### src/hdl/dcache_params.svh
`ifndef DCACHE_PARAMS_SVH
`define DCACHE_PARAMS_SVH

// ======================================================================
// Cache geometry
// ======================================================================
`define DC_XLEN      32      // Processor word
`define DC_LINE_W    128     // One cache line
`define DC_WORDS     4       // Words per line
`define DC_WAYS      4
`define DC_SETS      16      // Kept small to force evictions

// Address split as tag | index | word offset | byte offset
`define DC_OFFSET_W  2
`define DC_BYTE_W    2
`define DC_INDEX_W   4
`define DC_TAG_W     24

`endif

### src/hdl/dcache_pkg.sv
package dcache_pkg;

`include "dcache_params.svh"

    // Address fields with MSB first
    typedef struct packed {
        logic [`DC_TAG_W-1:0]    tag;
        logic [`DC_INDEX_W-1:0]  index;
        logic [`DC_OFFSET_W-1:0] offset;
        logic [`DC_BYTE_W-1:0]   byte_off;
    } addr_fields_t;

    // Same address word seen flat or split
    typedef union packed {
        logic [`DC_XLEN-1:0] word;
        addr_fields_t        f;
    } addr_u;

    typedef logic [`DC_LINE_W-1:0] line_t;
    typedef logic [1:0]            way_t;

    typedef struct packed {
        logic                  write;      // 1 = store
        logic [3:0]            byte_en;
        addr_u                 addr;
        logic [`DC_XLEN-1:0]   wdata;
    } proc_req_t;

    typedef struct packed {
        logic  write;                      // 1 = line write-back
        addr_u addr;                       // Always line aligned
        line_t data;
    } mem_req_t;

    typedef struct packed {
        logic                 hit;
        way_t                 hit_way;
        way_t                 victim_way;  // FIFO pointer of the set
        logic                 victim_dirty;
        logic [`DC_TAG_W-1:0] victim_tag;
        line_t                line;        // Hit line or else victim line
        logic                 flush_dirty;
        logic [`DC_TAG_W-1:0] flush_tag;
    } lookup_t;

    typedef struct packed {
        logic  we;
        way_t  way;
        logic  fill;                       // New line sets valid and bumps FIFO
        logic  mark_dirty;
        logic  clean;                      // Flush done with this way
        line_t line;
    } way_cmd_t;

    typedef enum logic [2:0] {
        Idle, Lookup, WriteBack, WriteBackDone, Fill, FillDone, FlushLine, FlushNext
    } ctrl_state_e;

endpackage

### src/hdl/dcache_word_merge.sv
`timescale 1ns/1ps

`include "dcache_params.svh"

module dcache_word_merge
(
    input  logic [`DC_OFFSET_W-1:0] offset_i,
    input  logic [3:0]              byte_en_i,
    input  logic [`DC_XLEN-1:0]     wdata_i,
    input  dcache_pkg::line_t       hit_line_i,
    input  dcache_pkg::line_t       fill_line_i,
    input  logic                    use_fill_i,
    output logic [`DC_XLEN-1:0]     word_o,
    output dcache_pkg::line_t       line_o
);

    dcache_pkg::line_t   src_line;
    logic [`DC_XLEN-1:0] merged_word;
    logic [6:0]          lsb;            // Bit position of the word

    // Hit path or freshly filled line
    assign src_line = use_fill_i ? fill_line_i : hit_line_i;

    // Word 0 sits in the top 32 bits
    assign lsb = 7'((`DC_WORDS - 1 - int'(offset_i)) * `DC_XLEN);

    // ==================================================================
    // Select and merge
    // ==================================================================
    always_comb
    begin
        word_o = src_line[lsb +: `DC_XLEN];
    end

    always_comb
    begin
        for (int b = 0; b < 4; b++)
        begin
            if (byte_en_i[b])
                merged_word[b*8 +: 8] = wdata_i[b*8 +: 8];  // Store byte
            else
                merged_word[b*8 +: 8] = word_o[b*8 +: 8];   // Keep old byte
        end
    end

    // Put the merged word back in place
    always_comb
    begin
        line_o                  = src_line;
        line_o[lsb +: `DC_XLEN] = merged_word;
    end

endmodule

### config.mk
export PLATFORM = sky130hd
export DESIGN_NAME = dcache_word_merge
export DESIGN_NICKNAME = d
export VERILOG_FILES = /design/src/hdl/dcache_pkg.sv /design/src/hdl/dcache_word_merge.sv
export VERILOG_INCLUDE_DIRS = /design/src /design/src/hdl
export SDC_FILE = /design/constraint.sdc
export NUM_CORES = 1
export LEC_CHECK = 0
export BUFFER_PORTS_ARGS = -buffer_cell sky130_fd_sc_hd__buf_2
export CAP_MARGIN = 20
export CORE_AREA = 2 2 176 178
export DETAILED_ROUTE_END_ITERATION = 12
export DIE_AREA = 0 0 178 180
export SYNTH_ARGS = -nofsm -noshare
export SYNTH_HDL_FRONTEND = slang
export SYNTH_SLANG_ARGS = --single-unit
### constraint.sdc
create_clock -name vclk -period 5.1
set_input_delay 0.51 -clock vclk [all_inputs]
set_output_delay 0.51 -clock vclk [all_outputs]
set_load 0.01 [all_outputs]
==> flow_summary_export.csv <==
group,metric,value,unit
floorplanning,placementRows,64,
hold_path,holdPathStages,4,
sta,worst_slack,1.18,ns
finish,drive_above_1_share,59.6,%
finish,n_sequential_cell,0,
synth,synth_commonest_cells,"mux2i_1, o21ai_1, o22a_1",
cts,cts_setup_buffers,0,
sta,tns,0,ns
setup_path,crit_type,"in2out",
placement,gp_congestion,0.866,
power,total_leakage_power,3.78,nW
finish,fillers,3399,
grt,grt_overflow_total,0,
detailed_routing,first_pass_iters,5,
sta,slew_headroom,45.6,%
power,switching_power,456,uW
setup_path,critPathCaptureType,"output pin",
setup_path,cpMaxStageDelayCell,"buf_4",
power,swShare,54.2,%
detailed_routing,num_vias,7027,
setup_path,cp-endpoint,"line_o[32]",
detailed_routing,routedWlPerCell,20.6,um
setup_path,slowest_delay,0.61,ns
synth,synthTopCellsByArea,"mux2i_1, mux4_2, o22a_1",
flow_run,drv_cap,0,
detailed_routing,drt_iter0_drc,371,
placement,dp_cells,1402,
grt,grt_pass1_wl,41500,um
sta,fin_crit,3.92,ns
power,power,841,uW
synth,ys_warn_count,0,
power,ir_drop,45.3,uV
synth,syn_inst,611,
setup_path,critical_path.top_delay_family,"buffers and inverters",
setup_path,startpoint_type,"primary input",
cts,ctsHoldBuffers,0,
synth,ys_seq_area_share,0,%
placement,place.detailed.hpwl,22900,um
sta,rsz0062_at_grt,"false",
synth,synth_top_area_share,25.7,%
synth,ys_types,26,
setup_path,required,4.59,ns
power,pwr-share-seq,0,%
setup_path,startpoint,"offset_i[0]",
power,internal-power,385,uW
sta,slew_viol_final,0,
detailed_routing,drcViolationCount,0,
detailed_routing,totalWireLength,28900,um
finish,area_growth,50.0,%
floorplanning,die_w,178,um
floorplanning,initial_core_util,16.5,%
run_status,outcome,"finished, final reports clean",
synth,synth_area,4990,um^2
power,power_density,112,nW/um^2
finish,nets,1307,
setup_path,critical_path_depth,9,
sta,finalHoldViolCount,0,
power,pwr-share-clk,0,%
grt,gr-usage-all-layers,16.6,%
sta,timing.final.crit_share,76.9,%
hold_path,hp-class,"in2out",
finish,clock_buffer_count,0,
setup_path,crit_path_cell_trace,"buf_2, inv_2, buf_4, ha_2, nor4bb_4, buf_4, nand2b_1, o211ai_2, buf_2",
sta,tightest_slew,0.817,ns
floorplanning,dieArea,32000,um^2
sta,max_freq,255,MHz
power,combPwrFrac,100.0,%
synth,avgSynthCellArea,8.17,um^2
placement,io_buffers,455,
detailed_routing,via_per_inst,5.00,
synth,yosysMostFrequentCell,"mux2i_1",
cts,cts.repair.resized,0,
detailed_routing,drt.antenna.violating_nets,0,
finish,register_area,0,um^2
floorplanning,core_area,30200,um^2
floorplanning,ioPinCount,455,
synth,syn_nets,910,
grt,grt_max_degree,65,
floorplanning,die_y,180,um
grt,grt_pass1_vias,7173,
setup_path,worstPathArrival,3.41,ns
synth,synth_top_cell_by_area,"mux2i_1",
setup_path,cp.buffers_inverters,5,
finish,fin_cells,1405,
sta,setup_violations,0,
setup_path,crit_fanout,33,
grt,antenna_found_initial,3,
placement,place_ws,1.16,ns
==> cell families (layout without fill, tap and decap cells) <==
logic type               count (synthesis)  in the layout  share of synthesized area, %
AO/OA/AOI/OAI                          224            224                          35.0
adder cells (fa/ha/maj)                  4              4                          1.00
buffers and inverters                  107            502                          11.6
multiplexers                           160            160                          40.1
other                                    0              3                             0
AND/OR/NAND/NOR                        116            116                          12.4
==> worst min path at each step <==
stage,start,to,slack [ns]
3_3_place_gp,wdata_i[26],line_o[58],1.37
3_5_place_dp,wdata_i[26],line_o[58],1.37
6_report,wdata_i[12],line_o[44],1.37
2_1_floorplan,wdata_i[30],line_o[62],1.16
5_1_grt,wdata_i[23],line_o[55],1.40
4_1_cts,wdata_i[26],line_o[58],1.37
==> worst min-delay path, stage by stage <==
cell	delay [ns]
buf_2	0.09
nand3_1	0.08
o211ai_2	0.06
buf_2	0.12
==> cells in the final DEF, fill, tap and decap left out, drive strengths merged <==
master / Yosys / final
buf: 33 / 468
diode: 0 / 3
ha: 4 / 4
inv: 33 / 34
mux2i: 128 / 128
mux4: 32 / 32
nand2: 32 / 32
nand2b: 4 / 4
nand3: 32 / 32
nand3b: 1 / 1
nand4b: 1 / 1
nor4bb: 1 / 1
o211ai: 32 / 32
o21ai: 96 / 96
o22a: 96 / 96
or2: 44 / 44
or4b: 1 / 1
==> final cells by class <==
cell class | count | area [um^2] | area share (%)
inverters | 34 | 128 | 1.70
repair buffers | 468 | 2420 | 32.3
multi-input cells | 504 | 4440 | 59.3
diodes | 3 | 7.51 | 0.100
well taps | 396 | 495 | 6.62
==> power groups by stage <==
stage	Clock [mW]	Sequential [mW]	Combinational, mW
global route	0.0000000790	0	0.901
detailed placement	0	0	0.833
CTS	0	0	0.836
finish	0.0000000793	0	0.841
global placement	0	0	0.826
floorplan	0	0	0.484
==> layer usage <==
| metal | up-vias | GRT usage, % | share of wire, % |
|---|---|---|---|
| met5 | - | 0 | 0 |
| met4 | 0 | 7.57 | 3.9 |
| met3 | 79 | 2.66 | 8.8 |
| met2 | 475 | 29.7 | 49 |
| met1 | 3323 | 19.2 | 39 |
| li1 | 3150 | - | - |
==> per-stage QoR <==
stage,area (um^2),util (%),hold WS (ns)
floorplan,4990,-,1.16
CTS,7480,24.8,1.37
detailed placement,7480,24.8,1.37
global route,7490,24.8,1.40
global placement,7480,24.8,1.37
finish,7490,24.8,1.37
(Power assumes the default switching activity.)
