[src/hdl/dcache_params.svh]
`ifndef DCACHE_PARAMS_SVH
`define DCACHE_PARAMS_SVH

// ======================================================================
// Cache geometry
// ======================================================================
`define DC_XLEN      32      // Processor word
`define DC_LINE_W    128     // One cache line
`define DC_WORDS     4       // Words per line
`define DC_WAYS      4
`define DC_SETS      16      // Kept small to force evictions

// Address split as tag | index | word offset | byte offset
`define DC_OFFSET_W  2
`define DC_BYTE_W    2
`define DC_INDEX_W   4
`define DC_TAG_W     24

`endif

[src/hdl/dcache_pkg.sv]
package dcache_pkg;

`include "dcache_params.svh"

    // Address fields with MSB first
    typedef struct packed {
        logic [`DC_TAG_W-1:0]    tag;
        logic [`DC_INDEX_W-1:0]  index;
        logic [`DC_OFFSET_W-1:0] offset;
        logic [`DC_BYTE_W-1:0]   byte_off;
    } addr_fields_t;

    // Same address word seen flat or split
    typedef union packed {
        logic [`DC_XLEN-1:0] word;
        addr_fields_t        f;
    } addr_u;

    typedef logic [`DC_LINE_W-1:0] line_t;
    typedef logic [1:0]            way_t;

    typedef struct packed {
        logic                  write;      // 1 = store
        logic [3:0]            byte_en;
        addr_u                 addr;
        logic [`DC_XLEN-1:0]   wdata;
    } proc_req_t;

    typedef struct packed {
        logic  write;                      // 1 = line write-back
        addr_u addr;                       // Always line aligned
        line_t data;
    } mem_req_t;

    typedef struct packed {
        logic                 hit;
        way_t                 hit_way;
        way_t                 victim_way;  // FIFO pointer of the set
        logic                 victim_dirty;
        logic [`DC_TAG_W-1:0] victim_tag;
        line_t                line;        // Hit line or else victim line
        logic                 flush_dirty;
        logic [`DC_TAG_W-1:0] flush_tag;
    } lookup_t;

    typedef struct packed {
        logic  we;
        way_t  way;
        logic  fill;                       // New line sets valid and bumps FIFO
        logic  mark_dirty;
        logic  clean;                      // Flush done with this way
        line_t line;
    } way_cmd_t;

    typedef enum logic [2:0] {
        Idle, Lookup, WriteBack, WriteBackDone, Fill, FillDone, FlushLine, FlushNext
    } ctrl_state_e;

endpackage

[src/hdl/dcache_ctrl.sv]
`timescale 1ns/1ps

`include "dcache_params.svh"

module dcache_ctrl
(
    input  logic                   clk_i,
    input  logic                   rst_i,
    input  logic                   p_strobe_i,
    input  logic                   p_flush_i,
    input  dcache_pkg::proc_req_t  p_req_i,
    output logic [`DC_XLEN-1:0]    p_rdata_o,
    output logic                   p_ready_o,
    output logic                   busy_flushing_o,
    output dcache_pkg::mem_req_t   m_req_o,
    output logic                   m_strobe_o,
    input  dcache_pkg::line_t      m_rdata_i,
    input  logic                   m_ready_i,
    input  dcache_pkg::lookup_t    lookup_i,
    input  logic [`DC_XLEN-1:0]    sel_word_i,
    input  dcache_pkg::line_t      merged_line_i,
    output logic [`DC_INDEX_W-1:0] set_index_o,
    output dcache_pkg::way_t       flush_way_o,
    output dcache_pkg::way_cmd_t   way_cmd_o,
    output dcache_pkg::line_t      fill_line_o,
    output dcache_pkg::proc_req_t  req_o
);

    dcache_pkg::ctrl_state_e state;
    dcache_pkg::proc_req_t   req_q;
    dcache_pkg::line_t       fill_q;
    logic [`DC_INDEX_W-1:0]  flush_set;
    logic                    last_way;
    logic                    last_line;

    assign last_way    = (flush_way_o == dcache_pkg::way_t'(`DC_WAYS - 1));
    assign last_line   = last_way && (flush_set == `DC_INDEX_W'(`DC_SETS - 1));
    assign fill_line_o = fill_q;

    // During a flush the walked way's tag is compared so its line comes back selected
    always_comb
    begin
        req_o = req_q;
        if (busy_flushing_o)
            req_o.addr.f.tag = lookup_i.flush_tag;
    end

    // Index one cycle ahead of the state that uses the lookup
    always_comb
    begin
        case (state)
            dcache_pkg::Idle:      set_index_o = p_flush_i ? flush_set : p_req_i.addr.f.index;
            dcache_pkg::FlushLine: set_index_o = flush_set;
            dcache_pkg::FlushNext: set_index_o = last_way ? flush_set + 1'b1 : flush_set;
            default:               set_index_o = req_q.addr.f.index;
        endcase
    end

    // ==================================================================
    // Array writes and processor response
    // ==================================================================
    always_comb
    begin
        way_cmd_o = '0;
        case (state)
            dcache_pkg::Lookup:
            begin
                way_cmd_o.we         = lookup_i.hit && req_q.write;  // Store hit
                way_cmd_o.way        = lookup_i.hit_way;
                way_cmd_o.mark_dirty = 1'b1;
                way_cmd_o.line       = merged_line_i;
            end
            dcache_pkg::FillDone:
            begin
                way_cmd_o.we         = 1'b1;
                way_cmd_o.way        = lookup_i.victim_way;
                way_cmd_o.fill       = 1'b1;
                way_cmd_o.mark_dirty = req_q.write;
                way_cmd_o.line       = req_q.write ? merged_line_i : fill_q;
            end
            dcache_pkg::FlushLine:
            begin
                // Written back so now clean
                way_cmd_o.clean = lookup_i.flush_dirty && m_strobe_o && m_ready_i;
                way_cmd_o.way   = flush_way_o;
            end
            default:
                way_cmd_o = '0;
        endcase
    end

    assign p_ready_o = (state == dcache_pkg::Lookup && lookup_i.hit) ||
                       (state == dcache_pkg::FillDone) ||
                       (state == dcache_pkg::FlushNext && last_line);
    assign p_rdata_o = sel_word_i;      // Meaningful with p_ready_o on loads

    // ==================================================================
    // State machine
    // ==================================================================
    always_ff @(posedge clk_i)
    begin
        if (rst_i)
        begin
            state           <= dcache_pkg::Idle;
            m_strobe_o      <= 1'b0;
            busy_flushing_o <= 1'b0;
            flush_set       <= '0;
            flush_way_o     <= '0;
        end
        else
        begin
            case (state)
                dcache_pkg::Idle:
                    if (p_flush_i)
                    begin
                        busy_flushing_o <= 1'b1;
                        state           <= dcache_pkg::FlushLine;
                    end
                    else if (p_strobe_i)
                        state <= dcache_pkg::Lookup;
                dcache_pkg::Lookup:
                    if (!lookup_i.hit)
                    begin
                        m_strobe_o <= 1'b1;
                        state      <= lookup_i.victim_dirty ? dcache_pkg::WriteBack
                                                            : dcache_pkg::Fill;
                    end
                    else
                        state <= dcache_pkg::Idle;
                dcache_pkg::WriteBack:
                    if (m_ready_i)
                    begin
                        m_strobe_o <= 1'b0;
                        state      <= dcache_pkg::WriteBackDone;
                    end
                dcache_pkg::WriteBackDone:
                begin
                    m_strobe_o <= 1'b1;  // Now the fill read
                    state      <= dcache_pkg::Fill;
                end
                dcache_pkg::Fill:
                    if (m_ready_i)
                    begin
                        m_strobe_o <= 1'b0;
                        state      <= dcache_pkg::FillDone;
                    end
                dcache_pkg::FillDone:
                    state <= dcache_pkg::Idle;
                dcache_pkg::FlushLine:
                    if (!lookup_i.flush_dirty)
                        state <= dcache_pkg::FlushNext;  // Clean line is skipped
                    else if (!m_strobe_o)
                        m_strobe_o <= 1'b1;
                    else if (m_ready_i)
                    begin
                        m_strobe_o <= 1'b0;
                        state      <= dcache_pkg::FlushNext;
                    end
                dcache_pkg::FlushNext:
                begin
                    flush_way_o <= flush_way_o + 1'b1;   // Way walks fastest
                    if (last_way)
                        flush_set <= flush_set + 1'b1;
                    if (last_line)
                    begin
                        busy_flushing_o <= 1'b0;
                        state           <= dcache_pkg::Idle;
                    end
                    else
                        state <= dcache_pkg::FlushLine;
                end
                default:
                    state <= dcache_pkg::Idle;
            endcase
        end
    end

    // ==================================================================
    // Request, fill and memory payload
    // ==================================================================
    always_ff @(posedge clk_i)
    begin
        if (state == dcache_pkg::Idle && p_strobe_i)
            req_q <= p_req_i;
        if (state == dcache_pkg::Fill && m_ready_i)
            fill_q <= m_rdata_i;
        if (state == dcache_pkg::Lookup)
        begin
            // Victim write-back or else the line-aligned fill
            m_req_o.write        <= lookup_i.victim_dirty;
            m_req_o.addr.word    <= req_q.addr.word;
            m_req_o.addr.f.offset   <= '0;
            m_req_o.addr.f.byte_off <= '0;
            if (lookup_i.victim_dirty)
                m_req_o.addr.f.tag <= lookup_i.victim_tag;
            m_req_o.data <= lookup_i.line;
        end
        else if (state == dcache_pkg::WriteBackDone)
        begin
            m_req_o.write     <= 1'b0;
            m_req_o.addr.word <= {req_q.addr.word[`DC_XLEN-1:`DC_OFFSET_W+`DC_BYTE_W],
                                  {(`DC_OFFSET_W + `DC_BYTE_W){1'b0}}};
        end
        else if (state == dcache_pkg::FlushLine && !m_strobe_o)
        begin
            m_req_o.write               <= 1'b1;
            m_req_o.addr.f.tag          <= lookup_i.flush_tag;
            m_req_o.addr.f.index        <= flush_set;
            m_req_o.addr.f.offset       <= '0;
            m_req_o.addr.f.byte_off     <= '0;
            m_req_o.data                <= lookup_i.line;
        end
    end

endmodule

[config.mk]
export PLATFORM = sky130hd
export DESIGN_NAME = dcache_ctrl
export DESIGN_NICKNAME = d
export VERILOG_FILES = /design/src/hdl/dcache_pkg.sv /design/src/hdl/dcache_ctrl.sv
export VERILOG_INCLUDE_DIRS = /design/src /design/src/hdl
export SDC_FILE = /design/constraint.sdc
export NUM_CORES = 1
export LEC_CHECK = 0
export BUFFER_PORTS_ARGS = -buffer_cell sky130_fd_sc_hd__buf_2
export CAP_MARGIN = 40
export CORE_AREA = 4 4 422 424
export CTS_CLUSTER_SIZE = 10
export DETAILED_ROUTE_END_ITERATION = 10
export DIE_AREA = 0 0 426 428
export PLACE_DENSITY_LB_ADDON = 0.08
export SYNTH_ARGS = -nofsm -noshare
export SYNTH_HDL_FRONTEND = slang
export SYNTH_SLANG_ARGS = --single-unit
[constraint.sdc]
create_clock -name clk_i -period 44.9 [get_ports clk_i]
set_clock_uncertainty 0.2 [all_clocks]
set_input_delay 8.98 -clock clk_i [delete_from_list [all_inputs] [get_ports clk_i]]
set_output_delay 8.98 -clock clk_i [all_outputs]
set_load 0.03 [all_outputs]
==> flow_summary.toml, run 1 <==
[clocking]
cts_tree = "built"
hold_buffers = 0
numCtsBuffers = 55
cts_setup_buffers = 0
htree_levels = 2
clkSlewWorstSetupHoldPaths_ps = 50
root_buffer = "clkbuf_16"
clock_latency_ps = 650
cts_resized = 0
cts.sinks = 365
cts.path.max_buffers = 3

[setup_path]
rr_startpoint = "state[2]"
cp_max_fo = 9
critPathLaunchType = "input port"
crit_type = "in -> out"
end_kind = "output pin"
crit_arrival_ps = 10080
worstPathRequired_ps = 35720
ff2ff_setup_slack_ps = 41070
r2r_end = "fill_line_o[92]"
r2r_cells = 7

[cells_and_area]
drive_above_1_share_pct = 63.1
syn2layout_area_growth_pct = 63.7
nets = 2321
fin_util_pct = 13.4
finalInstanceArea_mm2 = 0.0234

[placed_design]
hpwlAfterDp_um = 75200
gp_congestion = 0.903
io_buffer_count = 1009
postPlaceCellArea_mm2 = 0.0216

[synth]
syn_area_per_cell_um2 = 17.5
synthTopCellsByCount = "edfxtp_1, a22o_1, buf_4"
synthTopCellsByArea = "edfxtp_1, a22o_1, buf_4"
synth_top_area_share_pct = 74.4
yosys.cell_count.top_type = "edfxtp_1"
synth_largest_area_cell = "edfxtp_1"
syn_area_mm2 = 0.0143
synthFlopType = "edfxtp_1"
synth_edf_count = 354
syn-instance-count = 815
synthDistinctLibCells = 52
synth-seq-area-share_pct = 76.0
yosys_warnings = 0
synthArstFlopShare_pct = 0
ys_seq_elements = 365

[global_routing]
grt_use_total_pct = 9.66
antenna_found_initial = 34
first_global_vias = 12539
grt_overflow = 0
grt_max_degree = 129
grt_pass1_wl_um = 120000

[sta]
layout_min_cycle_time_ps = 19260
tightest_slew_ps = 1300
fin_crit_sh_pct = 42.9
max_freq_mhz = 51.9
hold_viol = 0
finalSetupViolCount = 0
finalSetupTns_ps = 0
timing.final.max_slew_violations = 0
rsz0062_at_grt = "false"
max_slew_margin_pct = 13.5

[floorplanning]
die_y_um = 428
coreArea_mm2 = 0.174
start_util_pct = 8.22
fp.dieW_um = 426
die-area_mm2 = 0.182
pin_count = 1078
rows = 153

[drt]
wl_um = 92000
drc = 0
ant_nets = 0
firstDrtPassIters = 8
num_vias = 11710
viasPerCell = 2.82
post_drt_wl_per_cell_um = 22.1
drt_iter0_drc = 745

[run]
cap_viol_max_count = 0

[min_path]
min_from = "req_q[42]"
worstHoldPathCells = 2
hold_class = "reg -> reg"
whs_endpoint = "m_req_o[138]"

[pwr]
ir_drop_uv = 25.8
p_total_uw = 1120
powerDensity_mw_per_mm2 = 48.0
power.leakage_uw = 0.00952

[status]
status = "completed"
==> cell families after synthesis <==
kind of cell    after synthesis  synth area share, %
compound gates              191                 11.3
xor+xnor                      4                0.245
fa+ha+maj                     2                0.175
buf+inv                     158                 7.35
flops                       365                 76.0
mux                          36                 2.78
other cells                   1               0.0263
simple gates                 58                 2.19
==> critical path, cell delays in order <==
cell      delay [ps]
buf_2            230
mux2_2           360
a22oi_1          130
o221ai_1         150
buf_2            220
==> layer usage <==
metal	vias to the layer above	GRT usage, %	part of all wire [%]
li1	5129	-	-
met4	8	3.05	2.8
met1	5821	9.84	35
met5	-	0	0.060
met2	600	18.2	54
met3	152	3.39	8.8
==> area by class of cell <==
cell class | instances | area, µm²
clock inverter | 36 | 324
tap | 2325 | 2910
antenna | 13 | 32.5
multi-input combinational | 295 | 2460
timing repair buffer | 1029 | 5290
inverter | 28 | 105
sequential | 365 | 10900
fill | 19798 | 150000
clock buffer | 65 | 1410
==> how the worst max path moves through the flow <==
stage / start / endpoint
final: p_flush_i / set_index_o[1]
after global routing: p_flush_i / set_index_o[1]
after CTS: p_flush_i / set_index_o[1]
after detailed placement: p_flush_i / set_index_o[1]
after global placement: p_flush_i / set_index_o[1]
after floorplan: m_ready_i / fill_line_o[0]
==> power breakdown <==
group | switching [µW] | internal, µW | total [µW]
Clock | 179 | 247 | 426
Combinational | 190 | 69.9 | 260
Sequential | 16.6 | 419 | 436
Total | 385 | 736 | 1120
==> through the flow <==
| step | setup slack [ps] | hold slack [ps] | instances |
|---|---|---|---|
| floorplan | 22730 | 301 | 818 |
| global placement | 25580 | 346 | 4037 |
| detailed placement | 25630 | 347 | 4042 |
| CTS | 25630 | 362 | 4143 |
| global route | 25560 | 385 | 4148 |
| finish | 25640 | 361 | 4156 |
==> state kept, by name, summed over array words and instances (netlist names) <==
signal           flops
busy_flushing_o      1
flush_set            4
m_strobe_o           1
m_req_o            157
fill_line_o        128
state                3
req_o               45
flush_way_o          2
req_q               24
==> layout by cell type, fill, tap and decap left out, types with 4 or more instances in the layout <==
master and instances:
dfxtp_1 10, a22o_1 128, mux2i_1 7, mux2_2 29, o21ai_0 9, diode_2 13
clkinv_2 11, clkbuf_1 10, nor2_1 14, nand3_1 7, edfxtp_1 354, nor3_1 5
bufinv_16 4, nand2_1 9, a21oi_1 11, buf_2 1009, buf_4 14, conb_1 4
clkinv_1 15, a222oi_1 24, clkbuf_16 55, inv_1 26
Note: power is estimated with default switching activity, not from simulation.
==> run 2, diff against run 1 <==
- CORE_AREA: 4 4 422 424 -> 4 4 423 425
- DIE_AREA: 0 0 426 428 -> 0 0 427 429
- clock period: 44.9 -> 15.75 ns (I/O delays scaled with it)
==> flow_summary.toml, run 2 (synthesized netlist as in run 1, its figures left out) <==
[global_routing]
first_global_vias = 12342
grt_util_met1_pct = 9.74
grt_use_total_pct = 9.64
use_met3_pct = 3.74
grt_use_met2_pct = 17.6
grt_pass1_wl_um = 119000
grt_max_degree = 119
grt.busiest_layer = "met2"
grt_overflow = 0
antenna_found_initial = 44

[status]
status = "completed"

[run]
cap_viol_max_count = 0

[setup_path]
worstPathRequired_ps = 12400
r2r_end = "m_req_o[17]"
crit_type = "in -> out"
critPathLaunchType = "input port"
crit_arrival_ps = 4260
cp_max_fo = 9
crit_slowest_cell = "mux2_2"
ff2ff_setup_slack_ps = 11930
end_kind = "output pin"
crit_top_cell = "buf_2"
rr_startpoint = "state[1]"
slowest_delay_ps = 370
crit_chain = "buf_2 -> mux2_2 -> a22oi_1 -> o221ai_1 -> buf_2"
r2r_cells = 5
cp-startpoint = "p_flush_i"

[min_path]
whs_endpoint = "m_req_o[151]"
hold_class = "reg -> reg"
worstHoldPathCells = 2
min_from = "req_q[55]"

[sta]
fin_hold_ws_ps = 351
hold_viol = 0
layout_min_cycle_time_ps = 7610
rsz0062_at_grt = "false"
finalSetupViolCount = 0
max_freq_mhz = 131
max_slew_margin_pct = 34.8
fin_crit_sh_pct = 48.3
finalSetupTns_ps = 0
timing.final.max_slew_violations = 0
layout_setup_ws_ps = 8140
tightest_slew_ps = 978

[placed_design]
gp_congestion = 0.833
io_buffer_count = 1009
place_ws_ps = 8120
hpwlAfterDp_um = 75400

[drt]
post_drt_wl_per_cell_um = 22.2
num_vias = 11748
wl_um = 92700
firstDrtPassIters = 6
drc = 0
viasPerCell = 2.82
drt_iter0_drc = 682
ant_nets = 0

[clocking]
htree_levels = 2
clkSlewWorstSetupHoldPaths_ps = 60
clock_latency_ps = 650
numCtsBuffers = 54
hold_buffers = 0
cts_setup_buffers = 0
cts.sinks = 365
cts.path.max_buffers = 3
cts_tree = "built"
root_buffer = "clkbuf_16"
cts_resized = 0

[cells_and_area]
final_cell_mix = "buf_2, edfxtp_1, a22o_1"
drive_above_1_share_pct = 63.1
register_area_mm2 = 0.0109
largest-register = "m_req_o"
layout_commonest_cell = "buf_2"
nets = 2319
multi_input_area_mm2 = 0.00246
syn2layout_area_growth_pct = 63.5
fillers = 19936
largest_reg_flops = 157

[floorplanning]
rows = 154
coreArea_mm2 = 0.175
die_y_um = 429
start_util_pct = 8.15
pin_count = 1078
fp.dieW_um = 427
die-area_mm2 = 0.183

[pwr]
power.leakage_uw = 0.00949
ir_drop_uv = 79.9
powerDensity_mw_per_mm2 = 137
[run 2: cell count changes in the layout (fill, tap and decap cells not counted), moves of 2 or more]
cell,change
diode_2,+4
clkinv_1,-4
buf_16,-2
clkbuf_1,+3
buf_4,+2
[run 2: cell type report]
type	instances	area share, %
flip-flops and latches	365	46.5
clock inverters	31	1.38
inverters	28	0.450
repair buffers	1028	22.4
clock buffers	68	6.06
well taps	2340	12.5
diodes	17	0.182
multi-input cells	295	10.5
[run 2: layer usage]
layer | vias to the layer above | part of all wire (%) | routed length (µm)
li1 | 5120 | - | -
met1 | 5782 | 34 | 32000
met2 | 656 | 53 | 48800
met3 | 178 | 9.2 | 8540
met4 | 12 | 3.5 | 3280
met5 | - | 0.079 | 73
[run 2: worst max-delay path by stage]
stage / endpoint / depth (start not counted)
after floorplan: m_req_o[0] / 3
after global placement: set_index_o[1] / 5
after detailed placement: set_index_o[1] / 5
after CTS: set_index_o[1] / 5
after global routing: way_cmd_o[66] / 6
final: set_index_o[1] / 5
[run 2: critical path, delay by kind of cell]
kind,cells,cell delay (ps)
AOI/OAI and AO/OA,2,280
buffers and inverters,2,450
muxes,1,370
[run 2: metrics by stage]
stage / instance area (µm²) / util [%] / power (µW) / cells
6_report: 23300 / 13.3 / 3200 / 4172
5_1_grt: 23300 / 13.3 / 3370 / 4164
4_1_cts: 23300 / 13.3 / 3310 / 4155
3_5_place_dp: 21600 / 12.3 / 2030 / 4056
3_3_place_gp: 21500 / 12.3 / 2030 / 4054
2_1_floorplan: 14300 / - / 1730 / 818
[run 2: power by group]
| group | leakage, µW | internal, µW | switching (µW) |
|---|---|---|---|
| Clock | 0.000842 | 716 | 502 |
| Combinational | 0.00530 | 195 | 548 |
| Sequential | 0.00335 | 1190 | 45.7 |
==> run 3, diff against run 2 <==
- ABC_AREA: not set -> 1
- CORE_AREA: 4 4 423 425 -> 4 4 422 424
- DIE_AREA: 0 0 427 429 -> 0 0 426 428
- clock period: 15.75 -> 6.85 ns (I/O delays scaled with it)
==> flow_summary.toml, run 3 <==
[pwr]
power.leakage_uw = 0.0107
ir_drop_uv = 255
powerDensity_mw_per_mm2 = 420

[min_path]
hold_class = "reg -> reg"

[drt]
ant_nets = 0
viasPerCell = 2.98
wl_met1_um = 30000
wl_um = 95600
post_drt_wl_per_cell_um = 19.9
highest_layer = "met5"
drc = 0
dr_wl_met2_um = 51700
firstDrtPassIters = 5
drt_iter0_drc = 548
num_vias = 14341
wl_met3_um = 9240

[clocking]
numCtsBuffers = 54
cts.sinks = 365
htree_levels = 2
cts.path.max_buffers = 3
cts_setup_buffers = 0
cts_tree = "built"
cts_resized = 0
clock_latency_ps = 650
root_buffer = "clkbuf_16"
hold_buffers = 0
clkSlewWorstSetupHoldPaths_ps = 60

[global_routing]
grt_pass1_wl_um = 128000
first_global_vias = 15266
grt_max_degree = 133
grt_overflow = 0
antenna_found_initial = 42
grt_use_total_pct = 10.0

[cells_and_area]
final_cell_mix = "buf_2, nand2_1, edfxtp_1"
syn2layout_area_growth_pct = 54.1
register_area_mm2 = 0.0109
layout_commonest_cell = "buf_2"
drive_above_1_share_pct = 46.8
fillers = 20056
final_cell_count_no_fill = 4815
nets = 2979
fin_util_pct = 14.5
multi_input_area_mm2 = 0.00386
largest-register = "m_req_o"
largest_reg_flops = 157
finalInstanceArea_mm2 = 0.0253

[synth]
syn-instance-count = 1504
synthFlopType = "edfxtp_1"
synthTopCellsByCount = "nand2_1, edfxtp_1, o21ai_0"
yosys_warnings = 0
synth_top_area_share_pct = 64.8
yosys.cell_count.top_type = "nand2_1"
synthDistinctLibCells = 31
synthTopCellsByArea = "edfxtp_1, nand2_1, o21ai_0"
synth-seq-area-share_pct = 66.1
ys_seq_elements = 365
synth_largest_area_cell = "edfxtp_1"
synthArstFlopShare_pct = 0
syn_area_per_cell_um2 = 10.9
synth_edf_count = 354
syn_area_mm2 = 0.0164

[setup_path]
crit_chain = "inv_2 -> nand2_8 -> buf_4 -> o21ai_0 -> buf_2"
critical_path_depth = 5
worstPathRequired_ps = 5280
cp_num_buf_inv = 3
crit_type = "reg -> out"
r2r_end = "m_req_o[133]"
cp_top_family = "buffers and inverters"
cp-startpoint = "state[2]"
crit_slowest_cell = "dfxtp_1"
critPathLaunchType = "register"
r2r_cells = 6
slowest_delay_ps = 660
cp_max_fo = 74
rr_startpoint = "state[2]"
setup.worst_path.end = "way_cmd_o[73]"
ff2ff_setup_slack_ps = 3690
crit_arrival_ps = 3120
end_kind = "output pin"

[run]
cap_viol_max_count = 0

[placed_design]
hpwlAfterDp_um = 75000
place_inst = 4701
io_buffer_count = 1009
postPlaceCellArea_mm2 = 0.0235
gp_congestion = 0.730

[sta]
max_slew_margin_pct = 35.0
tightest_slew_ps = 975
max_freq_mhz = 213
timing.final.max_slew_violations = 0
fin_crit_sh_pct = 68.4
layout_min_cycle_time_ps = 4690
rsz0062_at_grt = "false"
hold_viol = 0
finalSetupTns_ps = 0
finalSetupViolCount = 0

[floorplanning]
start_util_pct = 9.44
coreArea_mm2 = 0.174
fp.dieW_um = 426
rows = 153
die_y_um = 428
pin_count = 1078
die-area_mm2 = 0.182

[status]
status = "completed"
[run 3: cell types whose count changed in the layout (fill, tap and decap cells not counted), sizes merged, moves of 4 or more]
cell	change
inv	+154
nand2	+395
a222oi	-24
o211ai	+26
mux2	-29
o21ai	+306
nor3	-4
a22o	-128
nand2b	-4
nand3	+6
mux2i	-7
nor2	+4
[run 3: final cells by class]
type | count | area share [%]
diodes | 20 | 0.198
well taps | 2325 | 11.5
flip-flops and latches | 365 | 42.9
inverters | 180 | 2.71
repair buffers | 1026 | 20.7
clock inverters | 29 | 1.15
multi-input cells | 805 | 15.3
clock buffers | 65 | 5.51
[run 3: metrics by stage]
stage | worst slack (ps) | hold WS, ps | total power (µW)
2_1_floorplan | 1440 | 275 | 6410
3_3_place_gp | 2680 | 333 | 8140
3_5_place_dp | 2670 | 330 | 8100
4_1_cts | 1920 | 340 | 11000
5_1_grt | 1870 | 360 | 11300
6_report | 2160 | 334 | 10600
[run 3: how the worst min path moves through the flow]
| stage | cells past startpoint | endpoint | from | slack (ps) |
|---|---|---|---|---|
| floorplan | 2 | flush_set[3] | flush_set[3] | 270 |
| global placement | 2 | flush_set[3] | flush_set[3] | 330 |
| detailed placement | 2 | flush_set[3] | flush_set[3] | 330 |
| CTS | 2 | flush_set[3] | flush_set[3] | 340 |
| global route | 2 | flush_set[2] | flush_set[2] | 360 |
| finish | 2 | flush_set[2] | flush_set[2] | 330 |
[run 3: kinds of logic after synthesis]
family / Yosys count / share of synthesized area, %
AOI/OAI and AO/OA: 359 / 12.4
adders and majority gates: 2 / 0.153
buffers and inverters: 337 / 10.7
DFF: 365 / 66.1
other: 1 / 0.0229
and+or+nand+nor: 440 / 10.7
[run 3: worst register-to-register path, stage by stage, from the launching register on]
cell     delay, ps
dfxtp_1        660
inv_2          230
nand2_8        510
nand2_4        250
inv_4          410
o21ai_4        230
buf_4          350
[run 3: power by group]
group	internal [µW]	switching, µW
Clock	1590	1170
Sequential	3200	216
Combinational	977	3460
Total	5770	4840
[run 3: routing by layer]
metal / vias to the layer above / GRT usage (%)
met5: - / 0
met4: 34 / 4.52
met3: 198 / 4.19
met2: 634 / 19.2
met1: 6566 / 8.97
li1: 6909 / -
